<file path="config.mk">
export PLATFORM = sky130hd
export DESIGN_NAME = mem_test_top
export DESIGN_NICKNAME = d
export VERILOG_FILES = /design/src/mem_test_pkg.sv /design/src/mem_test_sequencer.sv /design/src/mem_test_wdata_gen.sv /design/src/mem_test_checker.sv /design/src/mem_test_top.sv
export VERILOG_INCLUDE_DIRS = /design/src
export SDC_FILE = /design/constraint.sdc
export NUM_CORES = 1
export LEC_CHECK = 0
export ABC_AREA = 1
export BUFFER_PORTS_ARGS = -buffer_cell sky130_fd_sc_hd__buf_2
export CELL_PAD_IN_SITES_DETAIL_PLACEMENT = 2
export CELL_PAD_IN_SITES_GLOBAL_PLACEMENT = 2
export CORE_ASPECT_RATIO = 1.25
export CORE_MARGIN = 2
export CORE_UTILIZATION = 25
export DETAILED_ROUTE_END_ITERATION = 10
export HOLD_SLACK_MARGIN = 0.1
export PLACE_DENSITY = 0.67
export SYNTH_ARGS = -nofsm -noshare
export SYNTH_HDL_FRONTEND = slang
export SYNTH_SLANG_ARGS = --single-unit
</file>
<file path="constraint.sdc">
create_clock -name clk -period 2.8 [get_ports clk]
set_input_delay 0.28 -clock clk [delete_from_list [all_inputs] [get_ports clk]]
set_output_delay 0.28 -clock clk [all_outputs]
set_load 0.005 [all_outputs]
</file>
<file path="src/mem_test_consts.svh">
`ifndef MEM_TEST_CONSTS_SVH
`define MEM_TEST_CONSTS_SVH

// controller address and user data widths.
`define MT_ADDR_WIDTH 27
`define MT_DATA_WIDTH 64

// address window walked by every pass, inclusive at both ends.
`define MT_START_ADDR 27'h0001f00
`define MT_END_ADDR 27'h0002100

// one BL8 burst covers eight column addresses.
`define MT_ADDR_STEP 27'd8

// read-pass counter width.
`define MT_PASS_COUNT_WIDTH 16

// worst case read latency of the controller, in clock cycles.
`define MT_READ_LATENCY_MAX 16

`endif

</file>
<file path="src/mem_test_pkg.sv">
`include "mem_test_consts.svh"

package mem_test_pkg;

  typedef logic [`MT_ADDR_WIDTH-1:0] app_addr_t;
  typedef logic [`MT_DATA_WIDTH-1:0] app_data_t;
  typedef logic [`MT_PASS_COUNT_WIDTH-1:0] pass_count_t;

  // controller command encoding, only write and read are issued.
  typedef enum logic [2:0] {
    CMD_WRITE = 3'd0,
    CMD_READ  = 3'd1
  } app_cmd_e;

  typedef enum logic [1:0] {WRITE_CMD, WRITE_DATA, READ_CMD, HALT} seq_phase_e;

  typedef enum logic [1:0] {IDLE, BEAT0, BEAT1} wdata_phase_e;

  typedef struct packed {
    logic      en;
    app_cmd_e  cmd;
    app_addr_t addr;
  } ui_cmd_s;

  typedef struct packed {
    logic      wren;
    logic      last;
    app_data_t data;
  } ui_wdf_s;

  typedef struct packed {
    logic      valid;
    app_data_t data;
  } ui_rd_s;

endpackage

</file>
<file path="src/mem_test_sequencer.sv">
`timescale 1ns/1ns
`include "mem_test_consts.svh"

module mem_test_sequencer (
  input  logic                clk,
  input  logic                reset,
  input  logic                app_rdy,
  input  logic                burst_done,
  input  logic                error,
  output mem_test_pkg::ui_cmd_s ui_cmd,
  output logic                burst_start
);

  import mem_test_pkg::*;

  localparam app_addr_t START_ADDR = `MT_START_ADDR;
  localparam app_addr_t END_ADDR   = `MT_END_ADDR;
  localparam app_addr_t ADDR_STEP  = `MT_ADDR_STEP;

  seq_phase_e phase;
  logic       en_q;
  app_cmd_e   cmd_q;
  app_addr_t  addr_q;
  logic       last_addr;
  logic       cmd_accept;

  // an error takes the command off the bus in the same cycle it is seen.
  assign ui_cmd = '{en: en_q && !error, cmd: cmd_q, addr: addr_q};

  assign cmd_accept = ui_cmd.en && app_rdy;
  assign last_addr  = (addr_q == END_ADDR);

  // the write generator starts its two beats once the write is taken.
  assign burst_start = cmd_accept && (phase == WRITE_CMD);

  always_ff @(posedge clk) begin
    if (reset) begin
      phase  <= WRITE_CMD;
      en_q   <= 1'b1;
      cmd_q  <= CMD_WRITE;
      addr_q <= START_ADDR;
    end else if (error) begin
      phase <= HALT;
      en_q  <= 1'b0;
    end else begin
      case (phase)
        WRITE_CMD: begin
          if (cmd_accept) begin
            en_q  <= 1'b0;
            phase <= WRITE_DATA;
          end
        end

        WRITE_DATA: begin
          // the address moves on only after both beats are taken.
          if (burst_done) begin
            en_q <= 1'b1;
            if (last_addr) begin
              addr_q <= START_ADDR;
              cmd_q  <= CMD_READ;
              phase  <= READ_CMD;
            end else begin
              addr_q <= addr_q + ADDR_STEP;
              cmd_q  <= CMD_WRITE;
              phase  <= WRITE_CMD;
            end
          end
        end

        READ_CMD: begin
          // reads stream back to back, one per accepted cycle.
          if (cmd_accept) begin
            if (last_addr) begin
              addr_q <= START_ADDR;
              cmd_q  <= CMD_WRITE;
              phase  <= WRITE_CMD;
            end else begin
              addr_q <= addr_q + ADDR_STEP;
            end
          end
        end

        default: begin
          en_q  <= 1'b0;
          phase <= HALT;
        end
      endcase
    end
  end

endmodule

</file>
<file path="src/mem_test_wdata_gen.sv">
`timescale 1ns/1ns

module mem_test_wdata_gen (
  input  logic                  clk,
  input  logic                  reset,
  input  logic                  app_wdf_rdy,
  input  logic                  burst_start,
  output mem_test_pkg::ui_wdf_s ui_wdf,
  output logic                  burst_done
);

  import mem_test_pkg::*;

  wdata_phase_e phase;
  app_data_t    data_q;
  logic         beat_accept;

  // data_q always holds the value of the next beat to send.
  assign ui_wdf = '{wren: (phase != IDLE), last: (phase == BEAT1), data: data_q};

  assign beat_accept = ui_wdf.wren && app_wdf_rdy;
  assign burst_done  = beat_accept && (phase == BEAT1);

  always_ff @(posedge clk) begin
    if (reset) begin
      phase <= IDLE;
    end else begin
      case (phase)
        IDLE: begin
          if (burst_start) begin
            phase <= BEAT0;
          end
        end
        BEAT0: begin
          if (app_wdf_rdy) begin
            phase <= BEAT1;
          end
        end
        BEAT1: begin
          if (app_wdf_rdy) begin
            phase <= IDLE;
          end
        end
        default: begin
          phase <= IDLE;
        end
      endcase
    end
  end

  // counts across bursts and passes, only reset brings it back to 1.
  always_ff @(posedge clk) begin
    if (reset) begin
      data_q <= app_data_t'(1);
    end else if (beat_accept) begin
      data_q <= data_q + app_data_t'(1);
    end
  end

endmodule

</file>
<file path="src/mem_test_checker.sv">
`timescale 1ns/1ns
`include "mem_test_consts.svh"

module mem_test_checker (
  input  logic                      clk,
  input  logic                      reset,
  input  mem_test_pkg::ui_rd_s      ui_rd,
  output logic                      error,
  output mem_test_pkg::pass_count_t pass_count
);

  import mem_test_pkg::*;

  // 65 bursts of two beats each make one read pass.
  localparam int BURSTS_PER_PASS = (`MT_END_ADDR - `MT_START_ADDR) / `MT_ADDR_STEP + 1;
  localparam int BEATS_PER_PASS  = 2 * BURSTS_PER_PASS;
  localparam int BEAT_CNT_WIDTH  = $clog2(BEATS_PER_PASS);

  localparam logic [BEAT_CNT_WIDTH-1:0] LAST_BEAT = BEAT_CNT_WIDTH'(BEATS_PER_PASS - 1);

  app_data_t                 expected_q;
  logic [BEAT_CNT_WIDTH-1:0] beat_cnt;
  logic                      match;

  assign match = (ui_rd.data == expected_q);

  // expected data follows the write counter, one step per returned beat.
  always_ff @(posedge clk) begin
    if (reset) begin
      expected_q <= app_data_t'(1);
    end else if (ui_rd.valid) begin
      expected_q <= expected_q + app_data_t'(1);
    end
  end

  // error is sticky, and a failed pass is never counted.
  always_ff @(posedge clk) begin
    if (reset) begin
      error      <= 1'b0;
      beat_cnt   <= '0;
      pass_count <= '0;
    end else if (ui_rd.valid && !error) begin
      if (!match) begin
        error <= 1'b1;
      end else if (beat_cnt == LAST_BEAT) begin
        beat_cnt   <= '0;
        pass_count <= pass_count + pass_count_t'(1);
      end else begin
        beat_cnt <= beat_cnt + 1'b1;
      end
    end
  end

endmodule

</file>
<file path="src/mem_test_top.sv">
`timescale 1ns/1ns

module mem_test_top (
  input  logic                      clk,
  input  logic                      reset,
  input  logic                      app_rdy,
  input  logic                      app_wdf_rdy,
  input  mem_test_pkg::ui_rd_s      ui_rd,
  output mem_test_pkg::ui_cmd_s     ui_cmd,
  output mem_test_pkg::ui_wdf_s     ui_wdf,
  output logic                      error,
  output mem_test_pkg::pass_count_t pass_count
);

  logic burst_start;
  logic burst_done;

  // command side, walks the window and halts on error.
  mem_test_sequencer sequencer_i (
    .clk         (clk),
    .reset       (reset),
    .app_rdy     (app_rdy),
    .burst_done  (burst_done),
    .error       (error),
    .ui_cmd      (ui_cmd),
    .burst_start (burst_start)
  );

  // write data, two beats per burst.
  mem_test_wdata_gen wdata_gen_i (
    .clk         (clk),
    .reset       (reset),
    .app_wdf_rdy (app_wdf_rdy),
    .burst_start (burst_start),
    .ui_wdf      (ui_wdf),
    .burst_done  (burst_done)
  );

  // read data check and pass count.
  mem_test_checker checker_i (
    .clk        (clk),
    .reset      (reset),
    .ui_rd      (ui_rd),
    .error      (error),
    .pass_count (pass_count)
  );

endmodule

</file>
== After elaboration in Yosys (flattened, before gate mapping) ==
Index checks and enable logic that the tools add are counted.
Cells by class
  $add $sub $neg: 5
  equal/unequal tests: 18
  mux-type cells: 25
  bitwise logic cells: 2
  reduce and logical (&&, ||, !) cells: 19
Operator list (count)
  64-bit by 1-bit adder with 64-bit output, second input constant: 2
  27-bit two-way mux: 3
  64-bit == test: 1
  27-bit case mux with 2 select lines: 1
  27-bit by 4-bit adder with 27-bit output, second input constant: 1
  27-bit by 14-bit == test with 1-bit output, second input constant: 1
  2-bit two-way mux: 9
  16-bit by 1-bit adder with 16-bit output, second input constant: 1
  2-bit case mux with 3 select lines: 2
  3-bit two-way mux: 3
  3-bit by 1-bit != test with 1-bit output, second input constant: 3
  3-bit AND reduction: 3
  8-bit by 1-bit adder with 8-bit output, second input constant: 1
  8-bit == test, second input constant: 1
  8-bit two-way mux: 1
  2-bit != test, second input constant: 4
  4-bit AND reduction: 2
  1-bit logical AND: 6
  2-bit by 1-bit != test with 1-bit output, second input constant: 3
  3-bit case mux with 2 select lines: 1
  5-bit AND reduction: 1
  2-bit by 1-bit == test with 1-bit output, second input constant: 2
  2-bit == test, second input constant: 2
  2-bit logical NOT: 2
  other kinds (7): 13
Storage, ports and cells
  bits in registers: 188
  bits of input ports: 69
  output and inout bits: 114
  logic and storage cells: 79

== Depth between registers and ports, before layout ==
Gate-level depths: netlist (run 1).
  depth after elaboration: 6
  depth in mapped cells: 13
  mapped depth without buffers: 13

== Hierarchy ==
A second synthesis (run 1) with hierarchy kept.
Second synthesis, totals
  cells, all modules: 2020
  area, all modules: 12359.4 um^2
By module, submodules not included
  mem_test_checker: instances 1, cells an instance 1085, area an instance 6459.9 um^2, sequential area each 1781.7 um^2
  mem_test_wdata_gen: instances 1, cells an instance 655, area an instance 4062.6 um^2, sequential area each 1321.3 um^2
  mem_test_sequencer: instances 1, cells an instance 280, area an instance 1836.8 um^2, sequential area each 560.5 um^2

== Worst setup path after synthesis (run 1) ==
OpenSTA, ideal clock, no wires.
  path type: register -> register
  start point: reg sequencer_i.phase[0]
  end point: reg sequencer_i.addr_q[21]
  setup time: 0.120 ns
  arrival time: 1.611 ns
  data required time: 2.680 ns
  slack: 1.068 ns
  stages on the path, launching flop included: 14
  path buffers: 1
  period minus slack after synthesis: 1.732 ns
  path through: dfxtp_1 inv_1 ha_1 nand2_1 inv_2 nor2_1 nand2_1 buf_4 nor2_2 inv_2 nor2_1 nand2_1 o21ai_1 a21oi_1
Between the ends
  cells in the longest elaborated chain, start to end: 3
  elaborated cells on any way between the ends: 7
  those cells by class: eq/ne (4); mux (1); reduce/logical (2)
Ends and longest elaborated chain
  start: declaration: RTL line mem_test_sequencer.sv:20  | seq_phase_e phase;
  start signal: assignment: RTL line mem_test_sequencer.sv:38  | phase <= WRITE_CMD;
  start signal: assignment: RTL line mem_test_sequencer.sv:43  | phase <= HALT;
  start signal: assignment: RTL line mem_test_sequencer.sv:50  | phase <= WRITE_DATA;
  2-bit == test / 2-bit by 1-bit == test with 1-bit output (equally long branches): RTL line mem_test_sequencer.sv:46  | case (phase)
  2-bit by 1-bit != test with 1-bit output (no line), or another cell as far along
  4-bit AND reduction (no line)
  end signal: assignment: RTL line mem_test_sequencer.sv:63  | addr_q <= addr_q + ADDR_STEP;
  end signal: assignment: RTL line mem_test_sequencer.sv:78  | addr_q <= addr_q + ADDR_STEP;
  end: declaration: RTL line mem_test_sequencer.sv:23  | app_addr_t addr_q;
Parallel ways exist; a longest one is shown, timed or not.
A chain may end at the register's enable or synchronous reset.

== Worst setup path after layout (run 1) ==
  start point: reg checker_i.expected_q[4]
  end point: reg checker_i.beat_cnt[0]
Between the ends
  cells in the longest elaborated chain, start to end: 2
Ends and longest elaborated chain
  start: declaration: RTL line mem_test_checker.sv:21  | app_data_t expected_q;
  start signal: assignment: RTL line mem_test_checker.sv:30  | expected_q <= app_data_t'(1);
  start signal: assignment: RTL line mem_test_checker.sv:32  | expected_q <= expected_q + app_data_t'(1);
  64-bit == test: RTL line mem_test_checker.sv:25  | assign match = (ui_rd.data == expected_q);
  2-bit AND reduction (no line)
  end signal: assignment: RTL line mem_test_checker.sv:49  | beat_cnt <= beat_cnt + 1'b1;
  end: declaration: RTL line mem_test_checker.sv:22  | logic [BEAT_CNT_WIDTH-1:0] beat_cnt;
No other way between the ends.

==> results of run 1 <==
power breakdown:
group	switching, W	total [W]	internal, W
combinational	0.000360	0.000561	0.000201
sequential	0.0000425	0.00268	0.00264
clock	0.00119	0.00277	0.00158
metal layers:
| metal | GRT usage | routed length [um] | vias to the layer above |
|---|---|---|---|
| li1 | - | - | 6173 |
| met1 | 0.226 | 19600 | 6201 |
| met2 | 0.381 | 24200 | 146 |
| met3 | 0.0272 | 1080 | 56 |
| met4 | 0.0611 | 869 | 12 |
| met5 | 0 | 81 | - |
worst paths after layout:
path / startpoint / to / slack, ns / cells past startpoint
worst max-delay path: checker_i.expected_q[4] / checker_i.beat_cnt[0] / 0.50 / 11
worst min-delay path: app_wdf_rdy / wdata_gen_i.phase[1] / 0.16 / 3
worst max register to register: checker_i.expected_q[4] / checker_i.beat_cnt[0] / 0.50 / 11
worst min register to register: sequencer_i.cmd_q[0] / sequencer_i.cmd_q[0] / 0.48 / 2
layout make-up:
type                       count  area (sq um)  area share
timing repair buffer         194          1030      0.0765
inverter                     293          1100      0.0818
antenna                        4          10.0    0.000744
clock inverter                13           204      0.0152
multi-input combinational   1322          6300       0.468
sequential                   183          3660       0.272
tap                          572           716      0.0532
clock buffer                  18           429      0.0319
timing repair:
action,CTS,global route
hold buffers,1,0
hold endpoints to repair,1,0
buffers inserted,0,0
state kept, by name, summed over array words and instances (netlist names):
signal / cells
wdata_gen_i.phase: 2
checker_i.expected_q: 64
wdata_gen_i.data_q: 64
sequencer_i.addr_q: 24
sequencer_i.en_q: 1
checker_i.pass_count: 16
sequencer_i.phase: 2
sequencer_i.cmd_q: 1
checker_i.beat_cnt: 8
checker_i.error: 1
kinds of logic (layout without fill, tap and decap cells):
group / count (synthesis) / count (layout) / share of synthesized area
other cells: 1 / 9 / 0.000335
simple gates: 1035 / 1035 / 0.404
flops: 183 / 183 / 0.327
fa+ha+maj: 11 / 11 / 0.0123
compound gates: 213 / 213 / 0.0982
buf+inv: 325 / 518 / 0.113
xor+xnor: 58 / 58 / 0.0453
critical path, stage by stage, from the launching register on:
cell	delay, ns
dfxtp_1	0.47
inv_1	0.07
nand2_1	0.06
nand2_1	0.04
nor2_1	0.13
nand2_1	0.09
nor2_1	0.27
nand2_2	0.17
nor2_8	0.30
nand3_2	0.30
a21oi_1	0.23
nor2_1	0.06
through the flow:
step / utilization / worst slack [ns] / hold WS (ns) / power, W / instances
finish: 0.304 / 0.497 / 0.162 / 0.00601 / 2599
global route: 0.304 / 0.293 / 0.188 / 0.00628 / 2598
CTS: 0.304 / 0.430 / 0.138 / 0.00611 / 2595
detailed placement: 0.289 / 0.492 / 0.475 / 0.00331 / 2563
global placement: 0.289 / 0.510 / 0.450 / 0.00329 / 2563
floorplan: - / 1.07 / 0.423 / 0.00307 / 1830
cells in the final DEF, fill, tap and decap left out, drive strengths merged:
master       instances
o31ai                1
and3                 2
or2                  3
buf                193
nor3                83
dfxtp              183
nand2              446
bufinv               5
o311ai               1
a311oi               1
xnor2                5
nor4                 9
nand3              102
a211oi               3
conb                 5
nor3b                1
clkinv               8
dlygate4sd3          1
a21oi              109
inv                289
xor2                53
ha                  11
clkbuf              18
o21a                 5
o21ai               89
nand3b               2
a31oi                4
diode                4
nand4               73
nor4b                1
nor2b                2
clkinvlp             4
nor2               311
==> parameters.txt, run 1 <==
Parameter                              Value

Clocking
  Clock insertion delay at the later pin of the skew report ... approximately 0.47 ns
  Clock transition time at the flip-flop clock pins of the worst setup and hold paths ... roughly 0.070 ns
  Number of gates given a new drive strength after cts ... 0
  Number of buffers between clock root and the deepest sink ... 2
  Clk sinks ... 183
  Total clock buffers created by CTS ... 17
  CTS root buffer ... clkbuf_16
  Clock tree from TritonCTS ... done
  H-tree level count ... 4

Route
  Count of TritonRoute iterations in the first routing pass ... 4
  Avg Vias per Cell ... roughly 4.8
  DRT antenna net count ... 0
  Number of remaining DRC errors ... 0
  Number of vias after detailed routing ... ~13,000
  Average routed wire per standard cell ... approximately 18 um
  Final Routed Wirelength ... approximately 46,000 um
  Number of DRC markers in iteration 0 ... about 300

Pwr
  Pwr per Cell Area ... approximately 450 mW/mm^2
  Largest voltage drop on the vdd net ... ~0.46 mV
  Reported leakage power ... between 5 and 6 nW

Critical path
  Data required time of the worst path ... between 3 and 4 ns
  Type of origin of the critical path ... flip-flop
  CP Capture Type ... flip-flop
  Worst Setup Path Type ... flip-flop to flip-flop
  Worst EP arrival ... around 2.7 ns
  Worst Path Max Fanout ... 17

Worst hold path
  Hold Crit Class ... primary input to flip-flop

Place
  DP Area ... around 0.013 sq mm
  Placer congestion estimate ... just over 0.8
  IO Port Bufs ... 177
  Half-perimeter wire length after detailed placement ... around 37,000 um

Timing
  Setup TNS Final ... 0 ns
  RSZ-0062 raised after global routing ... no
  Post-layout minimum cycle time ... about 2.3 ns
  Post-Route Skew ... 0.00958 ns
  Slew margin rel. ... 0.559
  Share of the clock period used by the worst path ... 0.823
  Final max-slew violation count ... 0
  Hold Violations, Final ... 0
  Slew @ Worst Pin ... between 0.6 and 0.7 ns
  Maximum operating frequency ... approximately 0.43 GHz
  Count of final setup violators ... 0

Synth
  Portion of the post-synthesis area used by sequential elements ... 0.327
  Synthesis-stage register bit count ... 183
  Prevailing post-synth register cell ... dfxtp_1
  Netlist Area Pre-Place ... approximately 0.011 sq mm
  Post-synthesis async set-or-reset flop share ... 0
  Netlist cell types ... 43
  Cell types occupying the most area after synthesis ... dfxtp_1, nand2_1, nor2_1
  Most instantiated library cell after synthesis ... nand2_1
  Cell type with the highest aggregate area in the netlist ... dfxtp_1
  Cell types with the highest counts after synthesis ... nand2_1, nor2_1, inv_1, dfxtp_1, a21oi_1
  YS warnings ... 0
  Top cell type's share of synthesized area ... 0.327
  Mapped Avg Cell Area ... roughly 6.1 sq um
  Number of synthesized flops with an enable pin ... 0
  Post-Synthesis Cells ... between 1,500 and 2,000

Die
  Height of the die ... approximately 240 um
  Core ar. ... between 0.04 and 0.05 sq mm
  Die width ... slightly below 200 um
  Area of the die ... roughly 0.047 sq mm
  Number of ports placed on the die boundary ... 183
  Core Rows ... 86
  Initial core utilization ... 0.253

GRT
  Total routing usage reported by global routing ... 0.198
  Number of global-route vias before repair ... between 10,000 and 15,000
  Pin count of the biggest net entering global routing ... 53
  Number of antenna violations at the first check in global routing ... 9
  Remaining Overflow, GRT ... 0
  Global-route wire length before repair ... 73,300 um

Finish
  Area growth from synthesis to layout ... 20.0%
  Share of final-layout standard cells stronger than drive strength 1 ... 0.158
  Post-route cell area ... around 0.013 sq mm
  Total number of nets in the final design ... 2,091
  Fill count ... about 5,500

Run
  Max-cap violations ... 0

Run status
  Run status ... complete, no violations
Note: power is estimated with default switching activity, not from simulation.
==> run 2: changes to the inputs <==
==> constraint.sdc (replaced) <==
create_clock -name clk -period 2.4 [get_ports clk]
set_input_delay 0.24 -clock clk [delete_from_list [all_inputs] [get_ports clk]]
set_output_delay 0.24 -clock clk [all_outputs]
set_load 0.005 [all_outputs]
==> run 2 against run 1 <==
Net effect: clock power rose by 4%; sequential cell count is the same; register-to-register slack got worse by 0.27 ns; non-clock buffer count grew 24; critical path type unchanged.
==> parameters.txt, run 2 (synthesized netlist as in run 1, its figures left out) <==
Parameter                              Value

Route
  Number of vias after detailed routing ... 12,640 (+0.41%)
  Avg Vias per Cell ... 4.82 (-0.43%)
  Count of TritonRoute iterations in the first routing pass ... 5 (+1)
  Average routed wire per standard cell ... 17.5 um (-0.70%)
  Number of DRC markers in iteration 0 ... 285 (-3.4%)
  DRT antenna net count ... 0 (unchanged)
  Number of remaining DRC errors ... 0 (unchanged)
  Final Routed Wirelength ... 45,900 um (+0.14%)

Die
  Number of ports placed on the die boundary ... 183 (unchanged)
  Core Rows ... 86 (unchanged)
  Core ar. ... 0.0442 sq mm (unchanged)
  Area of the die ... 0.0465 sq mm (unchanged)
  Die width ... 193 um (unchanged)
  Height of the die ... 241 um (unchanged)
  Initial core utilization ... 0.253 (unchanged)

Finish
  Share of final-layout standard cells stronger than drive strength 1 ... 0.171 (+0.0132)
  Highest-count cells in the layout ignoring fill and taps ... nand2_1, nor2_1, inv_1, dfxtp_1, buf_2
  Fill count ... 5,509 (+0.68%)
  Area growth from synthesis to layout ... 21.4%
  Most common cell after layout, fill and taps aside ... nand2_1
  Biggest regs ... checker_i.expected_q (64), wdata_gen_i.data_q (64), sequencer_i.addr_q (24)
  Utilization after layout ... 0.308 (+0.00356)
  Total number of nets in the final design ... 2,115 (+1.1%)

Clocking
  Number of buffers between clock root and the deepest sink ... 2 (unchanged)
  H-tree level count ... 4 (unchanged)
  Total clock buffers created by CTS ... 17 (unchanged)
  Clk sinks ... 183 (unchanged)
  Clock transition time at the flip-flop clock pins of the worst setup and hold paths ... 0.08 ns (about the same)
  Buffers inserted during post-CTS setup optimization ... 0 (unchanged)
  CTS root buffer ... clkbuf_16
  Clock insertion delay at the later pin of the skew report ... 0.47 ns (about the same)
  Clock tree from TritonCTS ... done

Critical path
  Worst EP arrival ... 2.58 ns (-0.08 ns)
  Type of origin of the critical path ... flip-flop
  Worst Path Max Fanout ... 16 (-1)
  Data required time of the worst path ... 2.80 ns (-0.36 ns)
  Startpoint of the most critical register-to-register path ... checker_i.expected_q[17]
  CP startpoint ... checker_i.expected_q[17]
  CP Capture Type ... flip-flop
  Worst Setup Path Type ... flip-flop to flip-flop

Timing
  Post-layout minimum cycle time ... 2.18 ns (-0.126 ns)
  Share of the clock period used by the worst path ... 0.907 (+0.0847)
  Slew @ Worst Pin ... 0.611 ns (-0.0446 ns)
  Slew margin rel. ... 0.587 (+0.0280)
  Worst-case hold slack ... 0.125 ns (-0.0367 ns)
  Final max-slew violation count ... 0 (unchanged)
  Post-Route Skew ... 0.0138 ns (+0.00421 ns)
  Count of final setup violators ... 0 (unchanged)
  Hold Violations, Final ... 0 (unchanged)
  Maximum operating frequency ... 0.459 GHz (+5.8%)

GRT
  Number of global-route vias before repair ... 13,600 (-0.31%)
  Pin count of the biggest net entering global routing ... 45 (-15%)
  Remaining Overflow, GRT ... 0 (unchanged)
  Number of antenna violations at the first check in global routing ... 6 (-3)
  Total routing usage reported by global routing ... 0.198 (-0.000486)
  Global-route wire length before repair ... 72,600 um (-0.91%)

Pwr
  Reported leakage power ... 5.79 nW (+2.0%)
  Largest voltage drop on the vdd net ... 0.526 mV (+15%)
  Pwr per Cell Area ... 491 mW/mm^2 (+9.7%)

Place
  Placer congestion estimate ... 0.786 (-2.9%)
  IO Port Bufs ... 177 (unchanged)
  Half-perimeter wire length after detailed placement ... 37,300 um (+2.0%)

Run
  Max-cap violations ... 0 (unchanged)

Run status
  Run status ... complete, no violations

Worst hold path
  Hold Crit Class ... primary input to flip-flop
  Hold path startpoint ... app_wdf_rdy
run 2: layout make-up:
cell class | count | area [sq um] | share of cell area
timing repair buffer | 218 | 1220 | 0.0898
inverter | 293 | 1100 | 0.0808
tap | 572 | 716 | 0.0526
antenna | 1 | 2.50 | 0.000184
sequential | 183 | 3670 | 0.269
clock inverter | 14 | 126 | 0.00929
clock buffer | 18 | 439 | 0.0323
multi-input combinational | 1322 | 6330 | 0.466
run 2: power breakdown:
group	internal [W]	leakage (nW)	total (W)	switching [W]
registers	0.00308	1.48	0.00313	0.0000549
clock network	0.00146	0.276	0.00288	0.00141
logic	0.000238	4.04	0.000667	0.000430
total	0.00478	5.79	0.00667	0.00190
run 2: through the flow:
step	area [sq um]	setup TNS, ns	power (W)	std cells	worst slack, ns
after detailed placement	13000	0	0.00388	2587	0.0932
after CTS	13600	0	0.00680	2620	0.0161
after global placement	13000	0	0.00384	2587	0.156
final	13600	0	0.00667	2621	0.222
after global routing	13600	-0.00517	0.00699	2621	-0.00517
after floorplan	11200	0	0.00358	1830	0.668
run 2: layer usage:
layer  vias to the layer above  part of all wire  global-route usage
met4                        10             0.017              0.0588
li1                       6224                 -                   -
met3                        51             0.023              0.0286
met2                       154              0.53               0.380
met1                      6201              0.42               0.225
met5                         -            0.0014                   0
run 2: worst max-delay path: stages, from the launching register on:
cell and delay (ns):
dfxtp_1 0.42, inv_2 0.08, nand2_1 0.07, nand2_1 0.05
nor2_1 0.12, nand2_1 0.08, nor2_1 0.25, nand2_1 0.22
nor2_4 0.24, buf_4 0.26, nand3_1 0.12, nand2_1 0.07
nand2_1 0.05, nor2_1 0.08
run 2: worst paths after layout:
kind / slack (ns) / cells after the start / to
worst max-delay path: 0.22 / 13 / checker_i.pass_count[6]
worst min-delay path: 0.13 / 3 / wdata_gen_i.phase[1]
worst max register to register: 0.22 / 13 / checker_i.pass_count[6]
worst min register to register: 0.47 / 2 / wdata_gen_i.data_q[8]
run 2: timing repair:
item,CTS,global route
gates resized for setup,0,9
hold buffers,1,0
endpoints found under the hold margin,1,0
endpoints found under the setup margin,0,28
